--- src/hm_pkg.sv ---
package hm_pkg;

	localparam int ROUNDS = 64;

	// One 512-bit chunk, word 0 in the least significant position
	typedef logic [15:0][31:0] block_t;

	// Digest or difficulty, H0 in word 0, compared as one 256-bit number
	typedef logic [7:0][31:0] digest_t;

	// Working variables of the compression function
	typedef struct packed {
		logic [31:0] a;
		logic [31:0] b;
		logic [31:0] c;
		logic [31:0] d;
		logic [31:0] e;
		logic [31:0] f;
		logic [31:0] g;
		logic [31:0] h;
	} work_t;

	// Control strobes from the FSM to the datapath
	typedef struct packed {
		logic       load;
		logic       round_en;
		logic       add_en;
		logic       first_chunk;
		logic       finish;
		logic [5:0] round_idx;
	} ctrl_t;

	localparam logic [0:63][31:0] round_k = {
		32'h428a2f98, 32'h71374491, 32'hb5c0fbcf, 32'he9b5dba5,
		32'h3956c25b, 32'h59f111f1, 32'h923f82a4, 32'hab1c5ed5,
		32'hd807aa98, 32'h12835b01, 32'h243185be, 32'h550c7dc3,
		32'h72be5d74, 32'h80deb1fe, 32'h9bdc06a7, 32'hc19bf174,
		32'he49b69c1, 32'hefbe4786, 32'h0fc19dc6, 32'h240ca1cc,
		32'h2de92c6f, 32'h4a7484aa, 32'h5cb0a9dc, 32'h76f988da,
		32'h983e5152, 32'ha831c66d, 32'hb00327c8, 32'hbf597fc7,
		32'hc6e00bf3, 32'hd5a79147, 32'h06ca6351, 32'h14292967,
		32'h27b70a85, 32'h2e1b2138, 32'h4d2c6dfc, 32'h53380d13,
		32'h650a7354, 32'h766a0abb, 32'h81c2c92e, 32'h92722c85,
		32'ha2bfe8a1, 32'ha81a664b, 32'hc24b8b70, 32'hc76c51a3,
		32'hd192e819, 32'hd6990624, 32'hf40e3585, 32'h106aa070,
		32'h19a4c116, 32'h1e376c08, 32'h2748774c, 32'h34b0bcb5,
		32'h391c0cb3, 32'h4ed8aa4a, 32'h5b9cca4f, 32'h682e6ff3,
		32'h748f82ee, 32'h78a5636f, 32'h84c87814, 32'h8cc70208,
		32'h90befffa, 32'ha4506ceb, 32'hbef9a3f7, 32'hc67178f2
	};

	// H7 first in the concatenation so H0 lands in word 0
	localparam digest_t hash_iv = {
		32'h5be0cd19, 32'h1f83d9ab, 32'h9b05688c, 32'h510e527f,
		32'ha54ff53a, 32'h3c6ef372, 32'hbb67ae85, 32'h6a09e667
	};

	function automatic logic [31:0] rotr(input logic [31:0] x, input int unsigned n);
		return (x >> n) | (x << (32 - n));
	endfunction

	function automatic logic [31:0] big_sigma0(input logic [31:0] x);
		return rotr(x, 2) ^ rotr(x, 13) ^ rotr(x, 22);
	endfunction

	function automatic logic [31:0] big_sigma1(input logic [31:0] x);
		return rotr(x, 6) ^ rotr(x, 11) ^ rotr(x, 25);
	endfunction

	function automatic logic [31:0] small_sigma0(input logic [31:0] x);
		return rotr(x, 7) ^ rotr(x, 18) ^ (x >> 3);
	endfunction

	function automatic logic [31:0] small_sigma1(input logic [31:0] x);
		return rotr(x, 17) ^ rotr(x, 19) ^ (x >> 10);
	endfunction

	function automatic logic [31:0] choose(input logic [31:0] e, input logic [31:0] f,
		input logic [31:0] g);
		return (e & f) ^ (~e & g);
	endfunction

	function automatic logic [31:0] majority(input logic [31:0] a, input logic [31:0] b,
		input logic [31:0] c);
		return (a & b) ^ (a & c) ^ (b & c);
	endfunction

endpackage

--- src/hm_compare.sv ---
module hm_compare
	import hm_pkg::*;
(
	input  logic    tb_clk,
	input  logic    rst,
	input  digest_t digest,
	input  logic    finish_in,
	input  digest_t difficulty,
	output digest_t valid_hash,
	output logic    valid_hash_flag,
	output logic    hash_done
);

	always_ff @(posedge tb_clk)
	begin
		if (rst)
		begin
			valid_hash      <= '0;
			valid_hash_flag <= 1'b0;
			hash_done       <= 1'b0;
		end
		else
		begin
			hash_done <= finish_in;
			if (finish_in)
			begin
				valid_hash <= digest;
				// Strictly below, as one unsigned 256-bit number
				valid_hash_flag <= (digest < difficulty);
			end
		end
	end

endmodule

--- src/hm_control.sv ---
module hm_control
	import hm_pkg::*;
(
	input  logic        tb_clk,
	input  logic        rst,
	input  logic        begin_hash,
	input  logic        two_chunks,
	input  logic        quit_hash,
	output logic [1:0]  hash_select,
	output ctrl_t       ctrl
);

	typedef enum logic [1:0] {
		s_idle,
		s_load,
		s_rounds,
		s_add
	} state_t;

	state_t     state;
	logic [5:0] round_cnt;
	logic       second_chunk;
	logic       two_q;

	always_ff @(posedge tb_clk)
	begin
		if (rst)
		begin
			state        <= s_idle;
			round_cnt    <= '0;
			second_chunk <= 1'b0;
			two_q        <= 1'b0;
		end
		else if (quit_hash)
		begin
			// Abort drops everything, no completion follows
			state        <= s_idle;
			round_cnt    <= '0;
			second_chunk <= 1'b0;
		end
		else
		begin
			case (state)
				s_idle:
				begin
					if (begin_hash)
					begin
						state        <= s_load;
						two_q        <= two_chunks;
						second_chunk <= 1'b0;
					end
				end
				s_load:
				begin
					state     <= s_rounds;
					round_cnt <= '0;
				end
				s_rounds:
				begin
					round_cnt <= round_cnt + 6'd1;
					if (round_cnt == 6'(ROUNDS - 1))
						state <= s_add;
				end
				s_add:
				begin
					if (two_q && !second_chunk)
					begin
						state        <= s_load;
						second_chunk <= 1'b1;
					end
					else
					begin
						state        <= s_idle;
						second_chunk <= 1'b0;
					end
				end
				default:
					state <= s_idle;
			endcase
		end
	end

	// Chunk fetch index follows the chunk counter
	assign hash_select = {1'b0, second_chunk};

	always_comb
	begin
		ctrl.load        = (state == s_load);
		ctrl.round_en    = (state == s_rounds);
		ctrl.add_en      = (state == s_add);
		ctrl.first_chunk = !second_chunk;
		// Last add of the hash, suppressed when a quit lands on it
		ctrl.finish      = (state == s_add) && (!two_q || second_chunk) && !quit_hash;
		ctrl.round_idx   = round_cnt;
	end

endmodule

--- src/hm_rounds.sv ---
module hm_rounds
	import hm_pkg::*;
(
	input  logic        tb_clk,
	input  logic        rst,
	input  ctrl_t       ctrl,
	input  logic [31:0] w_t,
	output digest_t     digest,
	output logic        finish_out
);

	work_t       work;
	digest_t     digest_q;
	digest_t     chain;
	logic        finish_q;
	logic [31:0] t1;
	logic [31:0] t2;
	work_t       work_next;

	// First chunk chains on the initial value, the second on the held digest
	assign chain = ctrl.first_chunk ? hash_iv : digest_q;

	// One compression step
	always_comb
	begin
		t1 = work.h
			+ big_sigma1(work.e)
			+ choose(work.e, work.f, work.g)
			+ round_k[ctrl.round_idx]
			+ w_t;
		t2 = big_sigma0(work.a) + majority(work.a, work.b, work.c);

		work_next.a = t1 + t2;
		work_next.b = work.a;
		work_next.c = work.b;
		work_next.d = work.c;
		work_next.e = work.d + t1;
		work_next.f = work.e;
		work_next.g = work.f;
		work_next.h = work.g;
	end

	always_ff @(posedge tb_clk)
	begin
		if (ctrl.load)
		begin
			work.a <= chain[0];
			work.b <= chain[1];
			work.c <= chain[2];
			work.d <= chain[3];
			work.e <= chain[4];
			work.f <= chain[5];
			work.g <= chain[6];
			work.h <= chain[7];
		end
		else if (ctrl.round_en)
		begin
			work <= work_next;
		end
	end

	// Word-wise add into the chaining value
	always_ff @(posedge tb_clk)
	begin
		if (ctrl.add_en)
		begin
			digest_q[0] <= chain[0] + work.a;
			digest_q[1] <= chain[1] + work.b;
			digest_q[2] <= chain[2] + work.c;
			digest_q[3] <= chain[3] + work.d;
			digest_q[4] <= chain[4] + work.e;
			digest_q[5] <= chain[5] + work.f;
			digest_q[6] <= chain[6] + work.g;
			digest_q[7] <= chain[7] + work.h;
		end
	end

	// Finish lines up with the updated digest
	always_ff @(posedge tb_clk)
	begin
		if (rst)
			finish_q <= 1'b0;
		else
			finish_q <= ctrl.add_en && ctrl.finish;
	end

	assign digest     = digest_q;
	assign finish_out = finish_q;

endmodule

--- src/hm_schedule.sv ---
module hm_schedule
	import hm_pkg::*;
(
	input  logic        tb_clk,
	input  logic        rst,
	input  ctrl_t       ctrl,
	input  block_t      chunk,
	output logic [31:0] w_t
);

	// Window holds W[t] .. W[t+15], W[t] in slot 0
	logic [15:0][31:0] window;
	logic [31:0]       next_word;

	// W[t+16] from the current window
	always_comb
	begin
		next_word = small_sigma1(window[14])
			+ window[9]
			+ small_sigma0(window[1])
			+ window[0];
	end

	always_ff @(posedge tb_clk)
	begin
		if (rst)
		begin
			window <= '0;
		end
		else if (ctrl.load)
		begin
			window <= chunk;
		end
		else if (ctrl.round_en)
		begin
			for (int i = 0; i < 15; i++)
			begin
				window[i] <= window[i + 1];
			end
			window[15] <= next_word;
		end
	end

	// Rounds 0 to 15 see the chunk words unchanged
	assign w_t = window[0];

endmodule

--- src/hm_top_level.sv ---
module hm_top_level
	import hm_pkg::*;
(
	input  logic       tb_clk,
	input  logic       rst,
	input  logic       begin_hash,
	input  logic       two_chunks,
	input  logic       quit_hash,
	input  digest_t    difficulty,
	input  block_t     data_to_hash,
	output logic [1:0] hash_select,
	output logic       hash_done,
	output logic       valid_hash_flag,
	output digest_t    valid_hash
);

	ctrl_t       ctrl;
	logic [31:0] w_t;
	digest_t     digest;
	logic        finish;

	hm_control hm_control_inst (
		.tb_clk      (tb_clk),
		.rst         (rst),
		.begin_hash  (begin_hash),
		.two_chunks  (two_chunks),
		.quit_hash   (quit_hash),
		.hash_select (hash_select),
		.ctrl        (ctrl)
	);

	hm_schedule hm_schedule_inst (
		.tb_clk (tb_clk),
		.rst    (rst),
		.ctrl   (ctrl),
		.chunk  (data_to_hash),
		.w_t    (w_t)
	);

	hm_rounds hm_rounds_inst (
		.tb_clk     (tb_clk),
		.rst        (rst),
		.ctrl       (ctrl),
		.w_t        (w_t),
		.digest     (digest),
		.finish_out (finish)
	);

	hm_compare hm_compare_inst (
		.tb_clk          (tb_clk),
		.rst             (rst),
		.digest          (digest),
		.finish_in       (finish),
		.difficulty      (difficulty),
		.valid_hash      (valid_hash),
		.valid_hash_flag (valid_hash_flag),
		.hash_done       (hash_done)
	);

endmodule

--- config.mk ---
export PLATFORM = sky130hd
export DESIGN_NAME = hm_top_level
export DESIGN_NICKNAME = d
export VERILOG_FILES = /design/src/hm_pkg.sv /design/src/hm_compare.sv /design/src/hm_control.sv /design/src/hm_rounds.sv /design/src/hm_schedule.sv /design/src/hm_top_level.sv
export SDC_FILE = /design/constraint.sdc
export NUM_CORES = 2
export LEC_CHECK = 0
export BUFFER_PORTS_ARGS = -buffer_cell sky130_fd_sc_hd__buf_4
export CAP_MARGIN = 20
export CORE_UTILIZATION = 55
export DETAILED_ROUTE_END_ITERATION = 8
export PLACE_DENSITY = 0.76
export SYNTH_ARGS = -nofsm -noshare
export SYNTH_HDL_FRONTEND = slang
export SYNTH_SLANG_ARGS = --single-unit
--- constraint.sdc ---
create_clock -name tb_clk -period 19.4 [get_ports tb_clk]
set_input_delay 5.82 -clock tb_clk [delete_from_list [all_inputs] [get_ports tb_clk]]
set_output_delay 5.82 -clock tb_clk [all_outputs]
set_load 0.05 [all_outputs]
======== Word level (Yosys, flattened, before mapping) ========
Memory sizes are Yosys's and may differ from the RTL's.
Index checks and enable logic that the tools add are counted.
storage, ports and cells
  register bits after elaboration ......... 1293
  bits in read-only memories .............. 2048
  input port bits ......................... 773
  word-level logic and storage cells ...... 134
  memories kept ........................... 1
operators by class
  add/subtract/negate cells ............... 19
  order comparisons ....................... 2
  equal/unequal tests ..................... 6
  muxes and demuxes ....................... 15
  bitwise operators ....................... 29
  reductions and logical operators ........ 15
memory list
  memory            depth  width  rd ports  clocked after memory_dff  write ports  line             RTL
  (name not given)  64     32     1         0                         0            hm_rounds.sv:29  + round_k[ctrl.round_idx]
operators with widths
  operator              count
  $mux W512             2
  $mux W256             3
  $add A32 B32 Y32      18
  $xor A32 B32 Y32      9
  $lt A256 B256 Y1      1
  $and A32 B32 Y32      5
  $mux W32              2
  $not A32 Y32          1
  $or A10 B32 Y32       1
  $or A13 B32 Y32       1
  $or A14 B32 Y32       1
  $or A15 B32 Y32       1
  $or A19 B32 Y32       1
  $or A21 B32 Y32       1
  $or A25 B32 Y32       1
  $or A26 B32 Y32       1
  $or A30 B32 Y32       1
  $or A7 B32 Y32        1
  $xor A32 B22 Y32      1
  $xor A32 B29 Y32      1
  $pmux W6 S2           1
  $pmux W2 S4           1
  $ge A7 B7 Y1 const B  1
  $not A6 Y7            1
  18 further kinds      29

======== Depth between registers and ports, before layout ========
  word-level depth ........................ 10
  mapped depth ............................ 40
  gate-level depth less buffers ........... 38

======== Hierarchy ========
A second synthesis with hierarchy kept.
second synthesis, totals
  cells, all modules ...................... 9584
  area, all modules ....................... 87293.7 µm²
modules (own cells, without submodules)
  module       instances  cells an instance  area an instance (µm²)  seq. area each (µm²)
  hm_rounds    1          4388               43818.3                 15394.8
  hm_schedule  1          3380               27513.9                 10249.8
  hm_compare   1          1746               15374.7                 5165.0
  hm_control   1          70                 586.8                   200.2

======== Least setup slack after synthesis ========
OpenSTA, ideal clock, no wires.
  path kind ............................... register to register
  start ................................... register hm_control_inst.round_cnt[1]
  end ..................................... register hm_rounds_inst.work[255] (netlist bit) (data pin)
  library setup time ...................... 266 ps
  data arrival time ....................... 8276 ps
  data required time ...................... 19134 ps
  slack ................................... 10858 ps
  stages on the path, launching flop included .. 38
  clock period less this slack ............ 8542 ps
  cell sequence ........................... dfxtp_1 clkbuf_1 clkinv_1 ha_1 buf_1 clkbuf_1 a21oi_1 o221ai_1 nor3_1 a21oi_1 fa_1 inv_1 fa_1 fa_1 inv_1 ha_1 fa_1 a21oi_1 [2 not listed] a21oi_1 o21ai_1 a21o_1 a21o_1 a21o_1 a21o_1 xnor2_1 fa_1 inv_1 ha_1 nand2_1 or4_1 o21ai_1 a31oi_1 a31o_2 xnor2_1 xnor2_1 o21ai_1
between the ends
  word-level cells in the longest chain between the ends .. 9
ends and longest elaborated chain
  item                                          line              RTL
  start, declared                               hm_control.sv:21  logic [5:0] round_cnt;
  start signal, assigned                        hm_control.sv:60  round_cnt <= round_cnt + 6'd1;
  $not A6 Y7 (implied by the code)              hm_rounds.sv:29
  $mem_v2 Z64 W32                               -
  $mux W32 (implied by the code) (2 in series)  hm_rounds.sv:29
  $add A32 B32 Y32                              hm_rounds.sv:29
  $add A32 B32 Y32                              hm_rounds.sv:30   + w_t;
  $add A32 B32 Y32                              hm_rounds.sv:33   work_next.a = t1 + t2;
  $mux W256                                     hm_rounds.sv:56   else if (ctrl.round_en)
  $mux W256                                     hm_rounds.sv:45   if (ctrl.load)
  end signal, assigned                          hm_rounds.sv:58   work <= work_next;
  end, declared                                 hm_rounds.sv:12   work_t work;
No other way between the ends. The select of a mux whose other input is x is not followed.
A chain may end at the register's enable or synchronous reset.

======== Worst setup path in the final report ========
Ends and elaborated chain as after synthesis.

==> Flow_metrics.wiki <==
{| class="wikitable"
! Metric !! Value
|-
| Flip-flop and latch count after synthesis || roughly 1300
|-
| Layout overhead on the synthesized area || 16.4%
|-
| Critical Path Most Common Cell || fa_1
|-
| Delay-heaviest family, CP || adder cells
|-
| Fmax achieved || about 96 MHz
|-
| Cell taking the most area after synthesis || dfxtp_1
|-
| Clock skew || between 0.04 and 0.05 ns
|-
| Count of hold-fix buffers inserted at cts || 0
|-
| Largest stage delay, worst path || 1.06 ns
|-
| Number of warnings printed during yosys synthesis || 0
|-
| Start-to-end type of the worst setup path || register to register
|-
| Total placed instance area || about 95000 µm²
|-
| Setup repair after global routing missed its margin || no
|-
| GPL Wtd Cong || approximately 1.0
|-
| Final Setup Violations || 0
|-
| GRT Util Overall || 0.401
|-
| Final routed wirelength across all metal layers || around 330000 µm
|-
| Pre-CTS setup slack || 9.27 ns
|-
| Total congestion overflow || 0
|-
| # H-tree levels || 4
|-
| Number of placement rows || between 100 and 150
|-
| Vertical die dimension || about 400 µm
|-
| Status || completed
|-
| Largest net degree at the start of global routing || roughly 280
|-
| Non-filler cells in the finished layout || approximately 12000
|-
| Ports || 1033
|-
| Post-synthesis cell type count || 97
|-
| DR iter-0 viols || approximately 8400
|-
| Clk buf depth || 3
|-
| Die Footprint || 158000 µm²
|-
| Root buffer cell || clkbuf_16
|-
| Post-CTS setup buffer count || 0
|-
| Nets || 11300
|-
| Mapped Nets || 10600
|-
| Antenna Violating Nets Remaining || 0
|-
| Post-detailed-placement half-perimeter wirelength || about 260000 µm
|-
| Number of buffers inserted by port buffering || about 1000
|-
| Post-Synthesis Cell Area || around 86000 µm²
|-
| Arrival time at the worst endpoint || about 11 ns
|-
| Crit path buffers/inverters || 4
|-
| Number of CTS-inserted buffers || 146
|-
| Relative slew slack || 0.240
|-
| Mean instance size in the synthesized netlist || roughly 9.6 µm²
|-
| Vias per cell || around 6.2
|-
| Required time of the critical path || ~20 ns
|-
| First-pass GRT wire length || ~470000 µm
|-
| DIE WIDTH || roughly 400 µm
|-
| Max stage delay cell, worst path || ha_1
|-
| Post-route clock period utilization || 0.539
|-
| Overall via count from detail_route || 73600
|-
| Clock-pin slew on the worst setup and hold paths || 0.06 ns
|-
| Final hold violations || 0
|-
| Gate Count Post-Synth || ~9000
|-
| Number of placed instances with taps included || approximately 12000
|-
| Most common flop cell mapped by yosys || dfxtp_1
|-
| Most common cell after layout, fill and taps aside || buf_4
|-
| DR WL/cell || approximately 28 µm
|-
| Async set-reset flop share out of synthesis || 0
|-
| Share of cells above drive strength 1 || 0.164
|-
| Number of synthesized flops with an enable pin || a little over 500
|-
| Number of antenna violations at the first check in global routing || between 80 and 90
|-
| Most frequent cells in the layout || 1102 x buf_4, 1052 x nor2_1, 779 x mux2i_1, 776 x dfxtp_1, 649 x ha_1
|-
| Number of sinks driven by the clock tree || ~1300
|-
| Class of the tightest hold or removal check || register to register
|-
| Final non-filler cell area || roughly 100000 µm²
|-
| Part of the Yosys area used for sequential elements || 0.360
|-
| Top-area cell type share of the netlist area || 0.182
|-
| Final slew viol count || 0
|-
| Initial standard-cell utilization of the core || 0.556
|-
| Worst-Skew Late Latency || about 0.82 ns
|-
| Max-cap viol count || 0
|-
| Minimum setup slack in the final design || 8.94 ns
|-
| Final-layout setup total negative slack || 0 ns
|-
| Count of TritonRoute iterations in the first routing pass || 6
|-
| Critical path fanouts, max || 24
|-
| Crit start category || register
|-
| DRC errors left || 0
|-
| Count of cells resized by post-cts repair || 0
|-
| Endpoint kind of the worst setup timing path || register
|-
| Placeable Area || about 150000 µm²
|-
| Main area contributors after synthesis || dfxtp_1 18%, edfxtp_1 18%, ha_1 9.5%
|-
| Transition time at the pin with the least slew margin || 1.14 ns
|-
| Period minus WS final || around 10 ns
|-
| TritonCTS clock tree || built
|-
| Number of global-route vias before repair || 69600
|}
[final timing paths]
path / slack (ns) / depth (start not counted) / startpoint / end
worst min register to register: 0.48 / 2 / hm_schedule_inst.window[495] / hm_schedule_inst.window[495]
worst min-delay path: 0.48 / 2 / hm_schedule_inst.window[495] / hm_schedule_inst.window[495]
worst max register to register: 8.94 / 35 / hm_control_inst.round_cnt[1] / hm_rounds_inst.work[255]
worst max-delay path: 8.94 / 35 / hm_control_inst.round_cnt[1] / hm_rounds_inst.work[255]
[cells by family (layout without fill, tap and decap cells)]
group                    Yosys count  count (layout)  synth area share
AO/OA/AOI/OAI                   2012            2012             0.157
multiplexers                     983             983             0.118
buffers and inverters           1096            1932            0.0479
adder cells (fa/ha/maj)          865             865             0.142
XOR/XNOR                         579             579            0.0591
other                              1              57         0.0000436
flip-flops                      1293            1293             0.360
AND/OR/NAND/NOR                 2161            2161             0.116
[final cells by class]
cell class	instances	area [µm²]
Fill cell	12600	54500
Inverter	551	2070
Multi-Input combinational cell	6601	51000
Antenna cell	56	140
Clock inverter	70	767
Clock buffer	202	4280
Timing Repair Buffer	1109	8390
Tap cell	2044	2560
Sequential cell	1293	31000
[cells in the mapped netlist, drive strengths merged, types with 189 or more instances]
master and count:
dfxtp 781, nand2 333, xnor2 437, edfxtp 512
clkbuf 440, o21ai 330, ha 652, a211oi 567
fa 195, a21o 271, nor2 1052, mux2i 779
mux2 202, a21oi 423, inv 548, nand2b 189
[tightest hold or removal path, delay by kind of cell (launching register included)]
| family | cells | cell delay, ns |
|---|---|---|
| DFF | 1 | 0.31 |
| and+or+nand+nor | 2 | 0.13 |
[metal layers]
layer | vias to the layer above | routed length (µm) | track usage
met5 | - | 130 | 0
met4 | 20 | 19900 | 0.229
met3 | 745 | 30700 | 0.0837
met2 | 3792 | 149000 | 0.626
met1 | 35500 | 129000 | 0.515
li1 | 33600 | - | -
[flip-flops by register name, indices dropped and copies added, names as in the netlist]
name	cells
hm_compare_inst.valid_hash	256
hm_rounds_inst.digest	256
hm_rounds_inst.finish_out	1
hm_rounds_inst.work	256
hm_control_inst.state	2
hm_control_inst.round_cnt	6
hm_compare_inst.valid_hash_flag	1
hm_schedule_inst.w_t	32
hm_control_inst.two_q	1
hm_control_inst.second_chunk	1
hm_compare_inst.hash_done	1
hm_schedule_inst.window	480
[through the flow]
| step | util | hold WS [ns] |
|---|---|---|
| 3_3_place_gp | 0.614 | 0.470 |
| 6_report | 0.648 | 0.478 |
| 4_1_cts | 0.647 | 0.483 |
| 2_1_floorplan | - | 0.452 |
| 5_1_grt | 0.647 | 0.496 |
| 3_5_place_dp | 0.614 | 0.470 |
Power is left out: the tool's default activity adds up to more than one toggle a clock period on the data nets, which glitch-free logic cannot reach.
